[src/decryptCtrl_settings.svh]
`ifndef DECRYPTCTRL_SETTINGS_SVH
`define DECRYPTCTRL_SETTINGS_SVH

// Datapath widths
`define RX_DATA_W      8   // Received byte from the deaggregator
`define KEY_INDEX_W    10  // Key RAM index
`define VLAN_ID_W      4   // VLAN id returned by key search
`define DEF_KEY_ID_W   2   // Default key id from the frame IV
`define CIPHER_W       3   // Cipher type in key RAM

// Cipher codes as stored in the key RAM
`define CIPHER_NONE    3'd0  // No key, frame passes as null key
`define CIPHER_WEP     3'd1
`define CIPHER_TKIP    3'd2
`define CIPHER_CCMP    3'd3

// Bit of the cipher type telling that an extended IV is expected
`define CIPHER_EXT_IV_BIT  1

`endif

[src/decryptPkg.sv]
`include "decryptCtrl_settings.svh"

package decryptPkg;

  // Decryption sequencer states
  typedef enum logic [2:0] {
    IDLE                = 3'd0,
    KSR_TRIG_WITH_INDEX = 3'd1,  // Wait IV end, then index search
    KSR_INDEX_WAIT      = 3'd2,
    KSR_TRIG_WITH_ADDR  = 3'd3,  // One cycle address search trigger
    KSR_ADDR_WAIT       = 3'd4,
    READY_TO_TRIG       = 3'd5,  // Wait protected header
    ENCR_TRIG           = 3'd6
  } decryptStateT;

  // Key search engine return
  typedef struct packed {
    logic                    valid;       // Key found pulse
    logic                    error;       // Address not found pulse
    logic [`CIPHER_W-1:0]    cipherType;
    logic [`VLAN_ID_W-1:0]   vlanId;
    logic                    useDefKey;   // Station uses default key
  } ksrResultT;

  // Receive controller events
  typedef struct packed {
    logic idle;             // Level
    logic toError;          // Pulse
    logic toFrmBody;        // Pulse
    logic ivEnd;            // Pulse
    logic extIv;            // Pulse
    logic decrStatusValid;  // Pulse
    logic acceptProtected;  // Level
    logic discard;          // Level
    logic fifoOverflow;     // Level
  } rxCtrlEvtT;

  // Frame decoder facts
  typedef struct packed {
    logic                      bcMc;         // Broadcast or multicast
    logic                      ctrlFrame;
    logic                      myFrame;      // Pulse
    logic                      unknownFrame; // Pulse
    logic [`DEF_KEY_ID_W-1:0]  defKeyId;
  } frameInfoT;

  // Sticky per-frame flags
  typedef struct packed {
    logic protHdrValid;
    logic extIvValid;
    logic ksrAddrError;
    logic keyStorageValid;
  } frameFlagsT;

  // Crypto engine output strobes
  typedef struct packed {
    logic dataValid;
    logic dataEnd;   // Pulse
    logic icvEnd;    // Pulse
  } plainOutT;

endpackage

[src/decryptCtrl.sv]
`timescale 1ns/100ps
`include "decryptCtrl_settings.svh"

module decryptCtrl (
  input  logic                    macCoreRxClk,
  input  logic                    macCoreClkHardRst_n,
  input  logic [`RX_DATA_W-1:0]   rxData,
  input  logic                    rxDataValid,
  input  logic                    encrBufferFull,
  input  logic                    endHeaderDone,
  input  decryptPkg::ksrResultT   ksrResult,
  input  decryptPkg::rxCtrlEvtT   rxCtrlEvt,
  input  decryptPkg::frameInfoT   frameInfo,
  input  decryptPkg::plainOutT    plainOut,
  output logic                    indexSearchTrig,
  output logic                    rxKeySearchIndexTrig,
  output logic [`KEY_INDEX_W-1:0] rxKeySearchIndex,
  output logic                    keyIndexCapture,
  output logic                    rxIndexSearchDone,
  output logic                    nullKeyFound,
  output logic                    rxCryptoKeyValid,
  output logic                    initEncrRxCntrl,
  output logic                    rxDataSelect,
  output logic                    pushRxDataInBuffer,
  output logic [`RX_DATA_W-1:0]   wrDataToEncrBuffer,
  output logic                    decryptCntrlReady,
  output logic                    rxFifoReady,
  output logic                    rxError,
  output logic                    encrRxBufFlush,
  output logic                    encrPadding4BytesFIFOEn,
  output logic                    encrPadding4BytesWriteEn,
  output logic                    encrPadding2BytesFIFOEn
);

  decryptPkg::frameFlagsT frameFlags;
  logic [`CIPHER_W-1:0]   cipherType;
  logic                   padEnNow;

  decryptKeySearchFsm u_decryptKeySearchFsm (
    .macCoreRxClk, .macCoreClkHardRst_n, .ksrResult, .rxCtrlEvt, .frameInfo,
    .frameFlags, .indexSearchTrig, .rxKeySearchIndexTrig, .rxKeySearchIndex,
    .keyIndexCapture, .rxIndexSearchDone, .nullKeyFound, .rxCryptoKeyValid,
    .initEncrRxCntrl, .cipherType
  );

  // Capture strobe fires only in address wait, so it qualifies the error pulse
  decryptFrameFlags u_decryptFrameFlags (
    .macCoreRxClk, .macCoreClkHardRst_n, .rxCtrlEvt, .ksrResult,
    .addrWaitActive (keyIndexCapture),
    .frameFlags
  );

  decryptDataRoute u_decryptDataRoute (
    .macCoreRxClk, .macCoreClkHardRst_n, .rxData, .rxDataValid, .encrBufferFull,
    .rxCtrlEvt, .nullKeyFound, .padEnNow, .rxDataSelect, .pushRxDataInBuffer,
    .wrDataToEncrBuffer, .decryptCntrlReady, .rxFifoReady, .rxError, .encrRxBufFlush
  );

  decryptPadCtrl u_decryptPadCtrl (
    .macCoreRxClk, .macCoreClkHardRst_n, .rxDataSelect, .endHeaderDone, .cipherType,
    .plainOut,
    .discardFrm (rxCtrlEvt.discard),
    .padEnNow, .encrPadding4BytesFIFOEn, .encrPadding4BytesWriteEn,
    .encrPadding2BytesFIFOEn
  );

endmodule

[src/decryptDataRoute.sv]
`timescale 1ns/100ps
`include "decryptCtrl_settings.svh"

module decryptDataRoute (
  input  logic                    macCoreRxClk,
  input  logic                    macCoreClkHardRst_n,
  input  logic [`RX_DATA_W-1:0]   rxData,
  input  logic                    rxDataValid,
  input  logic                    encrBufferFull,
  input  decryptPkg::rxCtrlEvtT   rxCtrlEvt,
  input  logic                    nullKeyFound,
  input  logic                    padEnNow,           // Padding quadlet this cycle
  output logic                    rxDataSelect,       // Bytes go to crypto path
  output logic                    pushRxDataInBuffer,
  output logic [`RX_DATA_W-1:0]   wrDataToEncrBuffer,
  output logic                    decryptCntrlReady,  // Back-pressure to deaggregator
  output logic                    rxFifoReady,
  output logic                    rxError,
  output logic                    encrRxBufFlush
);

  logic idleQ;     // Idle one cycle late
  logic toErrorQ;  // To-error one cycle late

  ////////////////////////////////////////////////////////////////////////////
  // Data select level
  ////////////////////////////////////////////////////////////////////////////
  always_ff @(posedge macCoreRxClk or negedge macCoreClkHardRst_n)
  begin
    if (!macCoreClkHardRst_n)
      rxDataSelect <= 1'b0;
    else if (rxCtrlEvt.idle || rxCtrlEvt.decrStatusValid || nullKeyFound ||
             rxCtrlEvt.fifoOverflow)
      rxDataSelect <= 1'b0;
    else if (rxCtrlEvt.acceptProtected && rxCtrlEvt.toFrmBody)
      rxDataSelect <= 1'b1;  // Body of an accepted protected frame
  end

  always_ff @(posedge macCoreRxClk or negedge macCoreClkHardRst_n)
  begin
    if (!macCoreClkHardRst_n)
    begin
      idleQ    <= 1'b1;  // No flush straight out of reset
      toErrorQ <= 1'b0;
    end
    else
    begin
      idleQ    <= rxCtrlEvt.idle;
      toErrorQ <= rxCtrlEvt.toError;
    end
  end

  // Buffer write side
  assign decryptCntrlReady  = rxDataSelect ? !encrBufferFull : 1'b1;
  assign pushRxDataInBuffer = rxDataValid && rxDataSelect && decryptCntrlReady;
  assign wrDataToEncrBuffer = rxData;
  assign rxFifoReady        = rxDataSelect && !padEnNow;  // Hold while padding

  assign rxError        = rxDataSelect && toErrorQ;
  assign encrRxBufFlush = rxDataSelect && rxCtrlEvt.idle && !idleQ;  // Idle rising edge

  // Nothing written into a full buffer
  assert property (@(posedge macCoreRxClk) disable iff (!macCoreClkHardRst_n)
    pushRxDataInBuffer |-> !encrBufferFull);

endmodule

[src/decryptFrameFlags.sv]
`timescale 1ns/100ps

module decryptFrameFlags (
  input  logic                    macCoreRxClk,
  input  logic                    macCoreClkHardRst_n,
  input  decryptPkg::rxCtrlEvtT   rxCtrlEvt,
  input  decryptPkg::ksrResultT   ksrResult,
  input  logic                    addrWaitActive,  // FSM in address search wait
  output decryptPkg::frameFlagsT  frameFlags
);

  ////////////////////////////////////////////////////////////////////////////
  // Sticky flags, cleared while the receive controller idles
  ////////////////////////////////////////////////////////////////////////////
  always_ff @(posedge macCoreRxClk or negedge macCoreClkHardRst_n)
  begin
    if (!macCoreClkHardRst_n)
      frameFlags <= '0;
    else if (rxCtrlEvt.idle)
      frameFlags <= '0;
    else
    begin
      // Header done, body starts
      if (rxCtrlEvt.toFrmBody)
        frameFlags.protHdrValid <= 1'b1;
      if (rxCtrlEvt.extIv)
        frameFlags.extIvValid <= 1'b1;
      // Only an address search miss counts, index search errors do not
      if (ksrResult.error && addrWaitActive)
        frameFlags.ksrAddrError <= 1'b1;
      if (ksrResult.valid)
        frameFlags.keyStorageValid <= 1'b1;  // Some key entry returned
    end
  end

endmodule

[src/decryptKeySearchFsm.sv]
`timescale 1ns/100ps
`include "decryptCtrl_settings.svh"

module decryptKeySearchFsm (
  input  logic                      macCoreRxClk,
  input  logic                      macCoreClkHardRst_n,
  input  decryptPkg::ksrResultT     ksrResult,
  input  decryptPkg::rxCtrlEvtT     rxCtrlEvt,
  input  decryptPkg::frameInfoT     frameInfo,
  input  decryptPkg::frameFlagsT    frameFlags,
  output logic                      indexSearchTrig,      // Address search trigger
  output logic                      rxKeySearchIndexTrig, // Index search trigger
  output logic [`KEY_INDEX_W-1:0]   rxKeySearchIndex,
  output logic                      keyIndexCapture,
  output logic                      rxIndexSearchDone,
  output logic                      nullKeyFound,
  output logic                      rxCryptoKeyValid,
  output logic                      initEncrRxCntrl,      // Crypto engine start
  output logic [`CIPHER_W-1:0]      cipherType            // Cipher of current frame
);

  decryptPkg::decryptStateT state;
  decryptPkg::decryptStateT nextState;
  logic ivReady;     // IV end seen or header already past
  logic addrErrExt;  // Unknown address with extended IV
  logic extIvSeen;

  assign extIvSeen  = frameFlags.extIvValid || rxCtrlEvt.extIv;
  assign ivReady    = rxCtrlEvt.ivEnd || frameFlags.protHdrValid;
  assign addrErrExt = frameFlags.ksrAddrError && extIvSeen;

  ////////////////////////////////////////////////////////////////////////////
  // State machine
  ////////////////////////////////////////////////////////////////////////////
  always_ff @(posedge macCoreRxClk or negedge macCoreClkHardRst_n)
  begin
    if (!macCoreClkHardRst_n)
      state <= decryptPkg::IDLE;
    else
      state <= nextState;
  end

  always_comb
  begin
    nextState = state;
    case (state)
      decryptPkg::IDLE:
        if (frameInfo.myFrame || frameInfo.unknownFrame)
          nextState = decryptPkg::KSR_TRIG_WITH_ADDR;
      decryptPkg::KSR_TRIG_WITH_ADDR:
        nextState = decryptPkg::KSR_ADDR_WAIT;
      decryptPkg::KSR_ADDR_WAIT:
        // Default or group key, or no station entry on a data frame
        if (!frameInfo.ctrlFrame && ((ksrResult.valid &&
            (ksrResult.useDefKey || frameInfo.bcMc)) || ksrResult.error))
          nextState = decryptPkg::KSR_TRIG_WITH_INDEX;
        else if (ksrResult.valid || ksrResult.error)
          nextState = decryptPkg::READY_TO_TRIG;
      decryptPkg::KSR_TRIG_WITH_INDEX:
        if (ivReady)
          nextState = addrErrExt ? decryptPkg::IDLE : decryptPkg::KSR_INDEX_WAIT;
      decryptPkg::KSR_INDEX_WAIT:
        if (ksrResult.valid)
          nextState = decryptPkg::READY_TO_TRIG;
      decryptPkg::READY_TO_TRIG:
        if (frameFlags.protHdrValid)
        begin
          if (rxCtrlEvt.acceptProtected && !nullKeyFound &&
              (frameFlags.extIvValid == cipherType[`CIPHER_EXT_IV_BIT]))
            nextState = decryptPkg::ENCR_TRIG;
          else
            nextState = decryptPkg::IDLE;  // Rejected or null key
        end
      decryptPkg::ENCR_TRIG:
        nextState = decryptPkg::IDLE;
      default:
        nextState = decryptPkg::IDLE;
    endcase
    // Abort has priority over every transition
    if (rxCtrlEvt.idle || ((state != decryptPkg::IDLE) && rxCtrlEvt.toError))
      nextState = decryptPkg::IDLE;
  end

  ////////////////////////////////////////////////////////////////////////////
  // Key search triggers
  ////////////////////////////////////////////////////////////////////////////
  assign indexSearchTrig      = (state == decryptPkg::KSR_TRIG_WITH_ADDR);
  assign rxKeySearchIndexTrig = (state == decryptPkg::KSR_TRIG_WITH_INDEX) &&
                                (nextState == decryptPkg::KSR_INDEX_WAIT);
  assign rxKeySearchIndex     = {{(`KEY_INDEX_W-`VLAN_ID_W-`DEF_KEY_ID_W){1'b0}},
                                 ksrResult.vlanId, frameInfo.defKeyId};
  assign keyIndexCapture      = (state == decryptPkg::KSR_ADDR_WAIT) &&
                                (ksrResult.valid || ksrResult.error);
  assign initEncrRxCntrl      = (state == decryptPkg::ENCR_TRIG);

  // Low only while the address search runs
  always_ff @(posedge macCoreRxClk or negedge macCoreClkHardRst_n)
  begin
    if (!macCoreClkHardRst_n)
      rxIndexSearchDone <= 1'b1;
    else if (rxCtrlEvt.idle)
      rxIndexSearchDone <= 1'b1;
    else if ((state != decryptPkg::KSR_ADDR_WAIT) && (nextState == decryptPkg::KSR_ADDR_WAIT))
      rxIndexSearchDone <= 1'b0;
    else if (keyIndexCapture)
      rxIndexSearchDone <= 1'b1;
  end

  ////////////////////////////////////////////////////////////////////////////
  // Cipher, null key and key valid
  ////////////////////////////////////////////////////////////////////////////
  always_ff @(posedge macCoreRxClk or negedge macCoreClkHardRst_n)
  begin
    if (!macCoreClkHardRst_n)
      cipherType <= `CIPHER_NONE;
    else if (rxCtrlEvt.idle)
      cipherType <= `CIPHER_NONE;
    else if (ksrResult.valid)
      cipherType <= ksrResult.cipherType;  // Last search result wins
  end

  always_ff @(posedge macCoreRxClk or negedge macCoreClkHardRst_n)
  begin
    if (!macCoreClkHardRst_n)
      nullKeyFound <= 1'b0;
    else if (rxCtrlEvt.idle)
      nullKeyFound <= 1'b0;
    else if ((((state == decryptPkg::KSR_INDEX_WAIT) ||
               ((state == decryptPkg::KSR_ADDR_WAIT) && !ksrResult.useDefKey)) &&
              ksrResult.valid && (ksrResult.cipherType == `CIPHER_NONE)) ||
             ((state == decryptPkg::KSR_TRIG_WITH_INDEX) && ivReady && addrErrExt))
      nullKeyFound <= 1'b1;
    else if (frameFlags.protHdrValid && frameFlags.keyStorageValid &&
             (frameFlags.extIvValid != cipherType[`CIPHER_EXT_IV_BIT]))
      nullKeyFound <= 1'b1;  // IV format disagrees with cipher
  end

  always_ff @(posedge macCoreRxClk or negedge macCoreClkHardRst_n)
  begin
    if (!macCoreClkHardRst_n)
      rxCryptoKeyValid <= 1'b0;
    else if (rxCtrlEvt.idle || rxCtrlEvt.decrStatusValid)
      rxCryptoKeyValid <= 1'b0;
    else if (nextState == decryptPkg::ENCR_TRIG)
      rxCryptoKeyValid <= 1'b1;
  end

  // State stays inside the encoded set
  assert property (@(posedge macCoreRxClk) disable iff (!macCoreClkHardRst_n)
    state inside {decryptPkg::IDLE, decryptPkg::KSR_TRIG_WITH_INDEX,
                  decryptPkg::KSR_INDEX_WAIT, decryptPkg::KSR_TRIG_WITH_ADDR,
                  decryptPkg::KSR_ADDR_WAIT, decryptPkg::READY_TO_TRIG,
                  decryptPkg::ENCR_TRIG});

  // Engine never started on a null key
  assert property (@(posedge macCoreRxClk) disable iff (!macCoreClkHardRst_n)
    initEncrRxCntrl |-> !nullKeyFound);

endmodule

[src/decryptPadCtrl.sv]
`timescale 1ns/100ps
`include "decryptCtrl_settings.svh"

module decryptPadCtrl (
  input  logic                    macCoreRxClk,
  input  logic                    macCoreClkHardRst_n,
  input  logic                    rxDataSelect,
  input  logic                    endHeaderDone,
  input  logic [`CIPHER_W-1:0]    cipherType,
  input  decryptPkg::plainOutT    plainOut,
  input  logic                    discardFrm,
  output logic                    padEnNow,
  output logic                    encrPadding4BytesFIFOEn,
  output logic                    encrPadding4BytesWriteEn,
  output logic                    encrPadding2BytesFIFOEn
);

  logic wepOrTkip;
  logic icvEndNow;
  logic dataEndNow;

  assign wepOrTkip  = (cipherType == `CIPHER_WEP) || (cipherType == `CIPHER_TKIP);
  assign icvEndNow  = plainOut.icvEnd && plainOut.dataValid;
  assign dataEndNow = plainOut.dataEnd && plainOut.dataValid;

  ////////////////////////////////////////////////////////////////////////////
  // Padding condition
  ////////////////////////////////////////////////////////////////////////////
  always_comb
  begin
    padEnNow = 1'b0;
    if (rxDataSelect && endHeaderDone)
    begin
      // WEP/TKIP, two quadlets from ICV end
      if (wepOrTkip && (icvEndNow || (encrPadding4BytesFIFOEn && !encrPadding4BytesWriteEn)))
        padEnNow = 1'b1;
      else if ((cipherType == `CIPHER_CCMP) && dataEndNow)
        padEnNow = 1'b1;  // CCMP, one quadlet
    end
  end

  always_ff @(posedge macCoreRxClk or negedge macCoreClkHardRst_n)
  begin
    if (!macCoreClkHardRst_n)
    begin
      encrPadding4BytesFIFOEn  <= 1'b0;
      encrPadding4BytesWriteEn <= 1'b0;
    end
    else if (discardFrm)
    begin
      encrPadding4BytesFIFOEn  <= 1'b0;
      encrPadding4BytesWriteEn <= 1'b0;
    end
    else
    begin
      encrPadding4BytesFIFOEn  <= padEnNow;
      encrPadding4BytesWriteEn <= encrPadding4BytesFIFOEn;  // One cycle behind
    end
  end

  assign encrPadding2BytesFIFOEn = dataEndNow;  // Close last quadlet of body

endmodule

[config.mk]
export PLATFORM = sky130hd
export DESIGN_NAME = decryptCtrl
export DESIGN_NICKNAME = d
export VERILOG_FILES = /design/src/decryptPkg.sv /design/src/decryptCtrl.sv /design/src/decryptDataRoute.sv /design/src/decryptFrameFlags.sv /design/src/decryptKeySearchFsm.sv /design/src/decryptPadCtrl.sv
export VERILOG_INCLUDE_DIRS = /design/src
export SDC_FILE = /design/constraint.sdc
export NUM_CORES = 1
export LEC_CHECK = 0
export BUFFER_PORTS_ARGS = -buffer_cell sky130_fd_sc_hd__clkbuf_2
export CAP_MARGIN = 30
export CORE_MARGIN = 8
export CORE_UTILIZATION = 40
export CTS_CLUSTER_SIZE = 14
export DETAILED_ROUTE_END_ITERATION = 7
export GPL_ROUTABILITY_DRIVEN = 0
export GPL_TIMING_DRIVEN = 0
export PLACE_DENSITY = 0.87
export SYNTH_ARGS = -nofsm -noshare
export SYNTH_HDL_FRONTEND = slang
export SYNTH_SLANG_ARGS = --single-unit
[constraint.sdc]
create_clock -name macCoreRxClk -period 3.7 [get_ports macCoreRxClk]
set_clock_uncertainty 0.05 [all_clocks]
set_input_delay 1.11 -clock macCoreRxClk [delete_from_list [all_inputs] [get_ports macCoreRxClk]]
set_output_delay 1.11 -clock macCoreRxClk [all_outputs]
set_load 0.05 [all_outputs]
==> results.md, run 1 <==
* Final setup viols at 0
* Largest net degree at the start of global routing at 19
* Max clock buf depth at 2
* Cell Rows at 19
* End-of-flow core utilization at 56.5%
* Routed wire length at 3150 µm
* Multi-input logic area at 541 µm²
* Post-synth EDFFs at 0
* Startpoint types: primary input
* Hold WS at 0.428 ns
* Vias in the first global route at ~1200
* Clk slew on worst S/H paths at around 0.11 ns
* Root Buffer: clkbuf_4
* # DRC at 0
* Top FF cell, synth: dfrtp_1
* First DRT Iteration DRCs at 40
* First-pass iteration count of the detailed router at 4
* Number of I/O pins at between 70 and 80
* Crit path time final at 3.62 ns
* Final Hold Fails at 0
* Number of buffers created by CTS at 3
* Fillcell total at around 250
* Finished Cell Area at approximately 0.0015 mm²
* Die Span Y at 69.1 µm
* Synth cell types at 40
* Area Growth Syn to Fin at 35.7%
* IO buf count at 55
* Post-synthesis instance area at 0.00113 mm²
* Placed cell area at 0.00147 mm²
* Cell with the most instances after synthesis: nor2_1
* H-tree Lvls at 1
* MaxCap Viol Count at 0
* Share of post-route cells with drive strength above 1 at 48.4%
* Worst R2R Start: u_decryptKeySearchFsm.state[0]
* Setup crit end kind: output pin
* FF+latch area at 453 µm²
* Antenna cells at 0
* Worst skew pair latency at between 0.3 and 0.4 ns
* Drt wl/cell at 14.5 µm
* Hpwl dp at ~2600 µm
* Seq/Total Area, Yosys at 40.1%
* Peak supply drop at 374 µV
* RSZ-0062 raised after global routing: no
* Post-synth top cells: 22 x nor2_1, 20 x buf_4, 16 x dfrtp_1, 7 x nand2_1
* CTS tree: yes
* Top cell type's share of synthesized area at between 30% and 40%
* Synth warnings at 0
* Total number of vias at 1105
* Detail Route Antenna Nets at 0
* Hold_buf cts at 0
* Nets at 228
* Crit path from: ksrResult[9]
* LEAKAGE at between 0.8 and 0.9 nW
* Syn Inst Count at 124
* Async set-or-reset flop fraction in the synthesized netlist at 100%
* Crit Path Max Fanout at 8
* Hold path start: u_decryptKeySearchFsm.cipherType[2]
* Status: completed
* Antenna violations before repair at 0
* Die X at 69.1 µm
* Worst setup margin at about 0.078 ns
* Total chip power at 0.695 mW
* Fmax at between 200 and 300 MHz
* Die area at 0.00478 mm²
* Pwr Density at 454 mW/mm²
* Actual slew at the worst max-slew pin at 0.851 ns
* Relative slew slack at 41.8%
* Data arrival, critical path at 2.46 ns
* Setup CP Type: primary input to output pin
* Final Cycle Share at 97.9%
* CTS Sinks at 18
* Pre-CTS setup slack at -0.0590 ns
* Worst hold path class: register to register
* Tot GR Track Use at 13.0%
* GRT Residual Overflow at 0
* Initial Util at about two fifths
* Pins Over Slew Limit at 0
* Core outline area at ~0.0027 mm²
* First-pass GRT wire length at 5240 µm
* Top cell type by total area after synthesis: dfrtp_1
* Main area contributors after synthesis: dfrtp_1 35%, buf_4 13%, nor2_1 7.3%, dfstp_2 4.7%, mux2i_1 3.5%
* Avg Cell Area, Syn at 9.10 µm²
* #FFs+latches synth at 18
* Via density per instance at 5.09
* CP Data Required Time at around 2.5 ns
power by group:
part	switching (mW)	leakage [nW]	internal (mW)	total (mW)
clock	0.0653	0.0210	0.0602	0.125
combinational	0.216	0.558	0.122	0.338
sequential	0.0124	0.233	0.220	0.232
total	0.294	0.813	0.402	0.695
stage by stage:
step | cells | TNS, ns
detailed placement | 213 | -0.0590
CTS | 217 | 0
global route | 217 | 0
global placement | 213 | -0.0395
finish | 217 | 0
floorplan | 127 | 0
worst paths after layout:
path / end / cells past startpoint / slack, ns
worst min-delay path: u_decryptPadCtrl.encrPadding4BytesFIFOEn / 1 / 0.43
worst max-delay path: rxKeySearchIndexTrig / 6 / 0.08
worst min register to register: u_decryptPadCtrl.encrPadding4BytesFIFOEn / 1 / 0.43
worst max register to register: u_decryptKeySearchFsm.rxCryptoKeyValid / 5 / 1.72
min in group asynchronous: u_decryptKeySearchFsm.nullKeyFound / 1 / 0.67
max in group asynchronous: u_decryptKeySearchFsm.rxIndexSearchDone / 1 / 2.59
kinds of logic after synthesis:
logic type,share of synthesized area [%]
other cells,0.332
mux,3.55
buf+inv,15.7
compound gates,15.5
simple gates,23.9
flops,40.1
xor+xnor,0.776
critical path, cell delays in order:
cell and delay [ns]:
buf_4 0.16, nand2_1 0.09, o32ai_1 0.14, or4_4 0.58
nor3_4 0.22, buf_8 0.17
cell type report:
| type | instances | share of cell area (%) |
|---|---|---|
| Buffer | 23 | 11.1 |
| Sequential cell | 18 | 29.6 |
| Multi-Input combinational cell | 84 | 35.3 |
| Tap cell | 31 | 2.53 |
| Clock buffer | 4 | 2.37 |
| Timing Repair Buffer | 55 | 18.6 |
| Inverter | 2 | 0.490 |
registers in the layout (all words and copies together), names as in the netlist:
register and cells:
u_decryptKeySearchFsm.state 3, u_decryptPadCtrl.encrPadding4BytesWriteEn 1, u_decryptPadCtrl.encrPadding4BytesFIFOEn 1, u_decryptKeySearchFsm.rxIndexSearchDone 1, u_decryptDataRoute.toErrorQ 1, u_decryptFrameFlags.frameFlags 4
u_decryptDataRoute.rxDataSelect 1, u_decryptDataRoute.idleQ 1, u_decryptKeySearchFsm.nullKeyFound 1, u_decryptKeySearchFsm.rxCryptoKeyValid 1, u_decryptKeySearchFsm.cipherType 3
cells in the final DEF (no fill, tap or decap), types with 3 or more instances in the layout:
master     n
a21oi_1    3
a31oi_1    4
buf_4     20
clkbuf_2  54
clkbuf_4   3
conb_1     4
dfrtp_1   16
mux2i_1    4
nand2_1    7
nor2_1    22
nor4_1     4
per-layer routing:
metal	wire (µm)	up-vias	part of all wire (%)	global-route usage [%]
met5	0	-	0	0
met4	64	0	2.0	6.15
met3	282	6	9.0	5.87
met2	1490	59	47	21.3
met1	1310	497	41	13.9
li1	-	543	-	-
timing repair:
action / in CTS / in global routing
buffers inserted: 0 / 0
setup endpoints to repair: 1 / 1
gates resized for setup: 2 / 3
pin swaps: 0 / 0
gates cloned: 0 / 0
Note: power is estimated with default switching activity, not from simulation.
==> inputs of run 2 (changes only) <==
--- a/config.mk
+++ b/config.mk
@@ -10,6 +10,7 @@
 export CAP_MARGIN = 30
 export CORE_MARGIN = 8
 export CORE_UTILIZATION = 40
+export CTS_BUF_LIST = sky130_fd_sc_hd__clkbuf_16
 export CTS_CLUSTER_SIZE = 14
 export DETAILED_ROUTE_END_ITERATION = 7
 export GPL_ROUTABILITY_DRIVEN = 0
==> run 2 against run 1 <==
Net effect: global-route usage grew 0.18 points; via count shrank 1.7%; first-iteration DRC count shrank 7.5%; sequential power is essentially flat; combinational power is essentially flat; largest power group unchanged; total power grew 13%; critical path type unchanged; largest cell class unchanged; critical path depth is the same; sequential share of layout area shrank 0.80 points.
==> results.md, run 2 (synthesis results as in run 1) <==
* Status: completed
* CTS tree: yes
* Die X at 69.1 µm (unchanged)
* Final Hold Fails at 0 (unchanged)
* Data arrival, critical path at 2.48 ns (+0.02 ns)
* Clk pwr share at 27.5% (+9.5 points)
* Biggest register: u_decryptFrameFlags.frameFlags
* Gate power share at 42.9% (-5.7 points)
* # DRC at 0 (unchanged)
* Switching portion of total power at 38.2% (-4.0 points)
* Max clock buf depth at 2 (unchanged)
* Critical path's largest stage delay at 0.58 ns (about the same)
* Die Span Y at 69.1 µm (unchanged)
* H-tree Lvls at 1 (unchanged)
* Largest register FFs at 4 (unchanged)
* Relative slew slack at 46.4% (+4.6 points)
* Hpwl dp at 2610 µm (unchanged)
* Most frequent cells in the layout: 54 x clkbuf_2, 22 x nor2_1, 20 x buf_4, 16 x dfrtp_1, 7 x nand2_1
* Clk slew on worst S/H paths at 0.05 ns (-0.06 ns)
* Fillcell total at 247 (-0.80%)
* Drt wl/cell at 15.0 µm (+3.6%)
* Setup crit end kind: output pin
* Share of post-route cells with drive strength above 1 at 47.8% (-0.54 points)
* Hold_buf cts at 0 (unchanged)
* Finished Cell Area at 0.00157 mm² (+2.8%)
* CP Data Required Time at 2.54 ns (about the same)
* Antenna cells at 0 (unchanged)
* Seq pwr share at 29.6% (-3.8 points)
* Total chip power at 0.787 mW (+13%)
* Crit path time final at 3.64 ns (+0.0189 ns)
* First DRT Iteration DRCs at 37 (-7.5%)
* Number of I/O pins at 75 (unchanged)
* Number of buffers created by CTS at 3 (unchanged)
* Nets at 228 (unchanged)
* Via density per instance at 5.00 (-1.7%)
* Crit path max-delay cell type: or4_4
* Core outline area at 0.00271 mm² (unchanged)
* Worst path bufs/invs at 2 (unchanged)
* Area Growth Syn to Fin at 39.5%
* Pre-CTS setup slack at -0.0590 ns (unchanged)
* Hold WS at 0.424 ns (-0.00466 ns)
* Worst hold path class: register to register
* Pins Over Slew Limit at 0 (unchanged)
* Vias in the first global route at 1172 (+0.95%)
* First-pass GRT wire length at 5310 µm (+1.5%)
* Worst path top cell family by delay: simple AND/OR/NAND/NOR gates
* Worst-path cell chain: buf_4, nand2_1, o32ai_1, or4_4, nor3_4, buf_8
* CTS Sinks at 18 (unchanged)
* Final Cycle Share at 98.4% (+0.51 points)
* Setup CP Type: primary input to output pin
* Worst skew pair latency at 0.25 ns (-0.06 ns)
* Largest net degree at the start of global routing at 19 (unchanged)
* Antenna violations before repair at 0 (unchanged)
* Placed cell area at 0.00147 mm² (unchanged)
* MaxCap Viol Count at 0 (unchanged)
* LEAKAGE at 0.830 nW (+2.2%)
* Peak supply drop at 466 µV (+25%)
* Internal power component at 0.486 mW (+21%)
* Fmax at 275 MHz (-0.52%)
* Worst setup margin at 0.0586 ns (-0.0189 ns)
* RSZ-0062 raised after global routing: no
* Initial Util at 41.6% (unchanged)
* Startpoint types: primary input
* Actual slew at the worst max-slew pin at 0.804 ns (-0.0474 ns)
* Die area at 0.00478 mm² (unchanged)
* Crit Path Max Fanout at 8 (unchanged)
* GRT Residual Overflow at 0 (unchanged)
* Final setup viols at 0 (unchanged)
* Largest regs: u_decryptFrameFlags.frameFlags: 4 flops, u_decryptKeySearchFsm.cipherType: 3 flops, u_decryptKeySearchFsm.state: 3 flops
* Leading cell type in the layout, fill and taps excluded: clkbuf_2
* Pwr Density at 500 mW/mm² (+10%)
* Detail Route Antenna Nets at 0 (unchanged)
* Setup bufs post-CTS at 0 (unchanged)
* IO buf count at 55 (unchanged)
* Cell Rows at 19 (unchanged)
* Tot GR Track Use at 13.2% (+0.18 points)
* Routed wire length at 3260 µm (+3.6%)
* Total number of vias at 1086 (-1.7%)
* Psw at 0.301 mW (+2.4%)
* First-pass iteration count of the detailed router at 4 (unchanged)
* Root Buffer: clkbuf_16
[run 2: cell count changes in the layout (fill, tap and decap cells not counted), sizes merged]
cell	before	now
clkbuf	59	58
clkinv	0	1
[run 2: path summary, 6_finish.rpt]
check                                                                 to  depth (start not counted)  slack (ns)                                start
worst max-delay path                                rxKeySearchIndexTrig                          6        0.06                         ksrResult[9]
worst min-delay path            u_decryptPadCtrl.encrPadding4BytesFIFOEn                          1        0.42  u_decryptKeySearchFsm.cipherType[2]
worst max register to register    u_decryptKeySearchFsm.rxCryptoKeyValid                          5        1.72       u_decryptKeySearchFsm.state[1]
worst min register to register  u_decryptPadCtrl.encrPadding4BytesFIFOEn                          1        0.42  u_decryptKeySearchFsm.cipherType[2]
max in group asynchronous                       u_decryptDataRoute.idleQ                          1        2.51                  macCoreClkHardRst_n
min in group asynchronous              u_decryptFrameFlags.frameFlags[3]                          1        0.75                  macCoreClkHardRst_n
[run 2: cell type report]
cell class | count | area [µm²] | share of cell area [%]
Sequential cell | 18 | 453 | 28.8
Multi-Input combinational cell | 84 | 541 | 34.3
Buffer | 23 | 170 | 10.8
Timing Repair Buffer | 55 | 285 | 18.1
Inverter | 2 | 7.51 | 0.477
Clock buffer | 3 | 75.1 | 4.77
Clock inverter | 1 | 3.75 | 0.238
Tap cell | 31 | 38.8 | 2.46
[run 2: power by group through the flow]
stage / Clock, mW / Sequential (mW) / Combinational, mW
detailed placement: 0 / 0.236 / 0.325
floorplan: 0 / 0.246 / 0.246
finish: 0.216 / 0.233 / 0.337
global placement: 0 / 0.235 / 0.322
CTS: 0.219 / 0.233 / 0.331
global route: 0.229 / 0.235 / 0.367
[run 2: per-layer routing]
layer / track usage [%] / vias up / share of wire [%]
li1: - / 538 / -
met1: 14.1 / 493 / 41
met2: 23.3 / 53 / 49
met3: 5.29 / 2 / 8.7
met4: 3.42 / 0 / 0.92
met5: 0 / - / 0
[run 2: stage by stage]
stage / TNS, ns / util (%) / cells
global placement: -0.0395 / 54.3 / 213
floorplan: 0 / - / 127
CTS: 0 / 57.6 / 217
global route: 0 / 58.1 / 217
finish: 0 / 58.1 / 217
detailed placement: -0.0590 / 54.3 / 213
[run 2: repair_timing]
action	in CTS	in global routing
resized for setup	2	3
endpoints found under the hold margin	0	0
setup endpoints to repair	1	1
gates cloned	0	0
pin swaps	0	0
==> inputs of run 3 (changes only) <==
--- a/config.mk
+++ b/config.mk
@@ -9,13 +9,14 @@
 export BUFFER_PORTS_ARGS = -buffer_cell sky130_fd_sc_hd__clkbuf_2
 export CAP_MARGIN = 30
 export CORE_MARGIN = 8
-export CORE_UTILIZATION = 40
+export CORE_UTILIZATION = 37
 export CTS_BUF_LIST = sky130_fd_sc_hd__clkbuf_16
 export CTS_CLUSTER_SIZE = 14
 export DETAILED_ROUTE_END_ITERATION = 7
 export GPL_ROUTABILITY_DRIVEN = 0
 export GPL_TIMING_DRIVEN = 0
-export PLACE_DENSITY = 0.87
+export PLACE_DENSITY = 0.85
+export RECOVER_POWER = 50
 export SYNTH_ARGS = -nofsm -noshare
 export SYNTH_HDL_FRONTEND = slang
 export SYNTH_SLANG_ARGS = --single-unit
==> constraint.sdc (replaced) <==
create_clock -name macCoreRxClk -period 3.3 [get_ports macCoreRxClk]
set_clock_uncertainty 0.05 [all_clocks]
set_input_delay 0.99 -clock macCoreRxClk [delete_from_list [all_inputs] [get_ports macCoreRxClk]]
set_output_delay 0.99 -clock macCoreRxClk [all_outputs]
set_load 0.05 [all_outputs]
==> run 3 against run 2 <==
Net effect: register-to-register slack worse by 0.46 ns; combinational power up 23%; die area up 6.2%; worst hold slack better by 0.0043 ns; routed wire length up 5.3%; non-clock buffer count up 2; critical path type unchanged; largest cell class unchanged; highest routed layer unchanged.
==> results.md, run 3 (synthesis results as in run 1) <==
* GRT Residual Overflow at 0 (unchanged)
* Via density per instance at 5.13 (+2.5%)
* Leading cell type in the layout, fill and taps excluded: clkbuf_2
* Startpoint types: primary input
* Setup crit end kind: output pin
* Total number of vias at 1134 (+4.4%)
* Setup CP Type: primary input to output pin
* Worst Hold End: u_decryptKeySearchFsm.rxCryptoKeyValid
* Die Span Y at 71.2 µm (+3.1%)
* Drt wl/cell at 15.5 µm (+3.4%)
* Placed cell area at 0.00148 mm² (+0.17%)
* Data arrival, critical path at 2.24 ns (-0.24 ns)
* Worst Hold Depth at 2 (+1)
* H-tree Lvls at 1 (unchanged)
* Final Hold Fails at 0 (unchanged)
* Post-Layout Cell Count at 221 (+1.8%)
* Core outline area at 0.00298 mm² (+9.9%)
* Hpwl dp at 2750 µm (+5.5%)
* Reg-to-reg setup timing slack at 1.26 ns (-0.46 ns)
* Worst path top cell family by delay: simple AND/OR/NAND/NOR gates
* Finished Cell Area at 0.00161 mm² (+2.0%)
* Hold WS at 0.428 ns (+0.00434 ns)
* Largest net degree at the start of global routing at 19 (unchanged)
* Pins Over Slew Limit at 0 (unchanged)
* Reg2reg path depth at 6 (+1)
* LEAKAGE at 0.824 nW (-0.78%)
* Pwr Density at 573 mW/mm² (+15%)
* Number of I/O pins at 75 (unchanged)
* Clk slew on worst S/H paths at 0.05 ns (about the same)
* Vias in the first global route at 1161 (-0.94%)
* Initial Util at 37.9% (-3.7 points)
* Relative slew slack at 35.6% (-11 points)
* Cell Rows at 20 (+1)
* IO buf count at 55 (unchanged)
* Actual slew at the worst max-slew pin at 0.966 ns (+0.162 ns)
* Antenna violations before repair at 0 (unchanged)
* Crit path max-delay cell type: or4_4
* RSZ-0062 raised after global routing: yes
* Peak supply drop at 340 µV (-27%)
* Max clock buf depth at 2 (unchanged)
* CTS tree: yes
* Hold path start: u_decryptKeySearchFsm.rxCryptoKeyValid
* Detail Route Antenna Nets at 0 (unchanged)
* Hold_buf cts at 0 (unchanged)
* Status: completed
* R2R Path End: u_decryptKeySearchFsm.rxCryptoKeyValid
* Worst hold path class: register to register
* First DRT Iteration DRCs at 26 (-30%)
* Die X at 71.2 µm (+3.1%)
* Worst R2R Start: u_decryptKeySearchFsm.state[0]
* Worst path bufs/invs at 2 (unchanged)
* First-pass iteration count of the detailed router at 4 (unchanged)
* Tot GR Track Use at 14.0% (+0.85 points)
* Crit path time final at 3.28 ns
* Final Cycle Share at 99.3%
* Most frequent cells in the layout: 48 x clkbuf_2, 22 x buf_4, 22 x nor2_1, 16 x dfrtp_1, 7 x clkbuf_1
* CP Data Required Time at 2.26 ns (-0.28 ns)
* Share of post-route cells with drive strength above 1 at 46.8% (-1.0 points)
* Biggest register: u_decryptFrameFlags.frameFlags
* Die area at 0.00507 mm² (+6.2%)
* Number of buffers created by CTS at 3 (unchanged)
* Root Buffer: clkbuf_16
* # DRC at 0 (unchanged)
* Antenna cells at 0 (unchanged)
* Worst skew pair latency at 0.25 ns (about the same)
* Routed wire length at 3430 µm (+5.3%)
* Worst-path cell chain: buf_4, o21a_4, or4_4, nor3_4, buf_8
* Final setup viols at 0 (unchanged)
* Crit Path Max Fanout at 8 (unchanged)
* Critical path's largest stage delay at 0.55 ns (-0.03 ns)
* First-pass GRT wire length at 5710 µm (+7.5%)
* MaxCap Viol Count at 0 (unchanged)
* Fmax at 305 MHz
* CTS Sinks at 18 (unchanged)
* Fillcell total at 290 (+17%)
* Area Growth Syn to Fin at 42.2%
* Largest regs: u_decryptFrameFlags.frameFlags: 4 flops, u_decryptKeySearchFsm.cipherType: 3 flops, u_decryptKeySearchFsm.state: 3 flops
* Dpl cells at 215 (+0.94%)
* Largest register FFs at 4 (unchanged)
* Nets at 230 (+0.88%)
==> run 3: layout make-up <==
| class | count | area [µm²] | share of cell area, % |
|---|---|---|---|
| Multi-Input combinational cell | 84 | 562 | 35.0 |
| Sequential cell | 18 | 453 | 28.2 |
| Tap cell | 33 | 41.3 | 2.57 |
| Buffer | 23 | 170 | 10.6 |
| Clock buffer | 3 | 75.1 | 4.68 |
| Clock inverter | 1 | 3.75 | 0.234 |
| Inverter | 2 | 7.51 | 0.468 |
| Timing Repair Buffer | 57 | 293 | 18.2 |
==> run 3: worst min-delay path, stage by stage, from the launching register on <==
cell and delay, ns:
dfrtp_1 0.34, nand2_1 0.06, o41ai_2 0.05
==> run 3: per-stage QoR <==
stage	TNS (ns)	power (mW)	setup WS [ns]	utilization (%)
CTS	0	0.910	0.00835	53.7
floorplan	-0.153	0.552	-0.153	-
global route	-0.00537	0.972	-0.00537	53.9
global placement	-0.206	0.626	-0.206	49.5
finish	0	0.919	0.0240	53.9
detailed placement	-0.203	0.636	-0.203	49.5
==> run 3: worst max path at each step <==
stage                  from                    to  depth (start not counted)
6_report       ksrResult[9]  rxKeySearchIndexTrig                          5
2_1_floorplan  ksrResult[9]  rxKeySearchIndexTrig                          4
5_1_grt        ksrResult[9]  rxKeySearchIndexTrig                          6
4_1_cts        ksrResult[9]  rxKeySearchIndexTrig                          5
3_3_place_gp   rxCtrlEvt[8]  rxKeySearchIndexTrig                          5
3_5_place_dp   rxCtrlEvt[7]  rxKeySearchIndexTrig                          6
==> run 3: power by group <==
group          internal, mW  switching [mW]  total [mW]  leakage (nW)
Sequential            0.247          0.0161       0.263         0.233
Clock                 0.161          0.0821       0.243        0.0385
Combinational         0.151           0.261       0.413         0.552
Total                 0.559           0.360       0.919         0.824
==> run 3: routing by layer <==
metal	wire (µm)	GRT usage [%]
met5	0	0
met4	52	6.00
met3	284	4.32
met2	1740	23.7
met1	1360	15.9
==> run 3: repair_timing <==
action	in CTS	in global routing
pin swaps	2	0
endpoints found under the setup margin	1	1
setup buffers	2	0
resized for setup	5	3
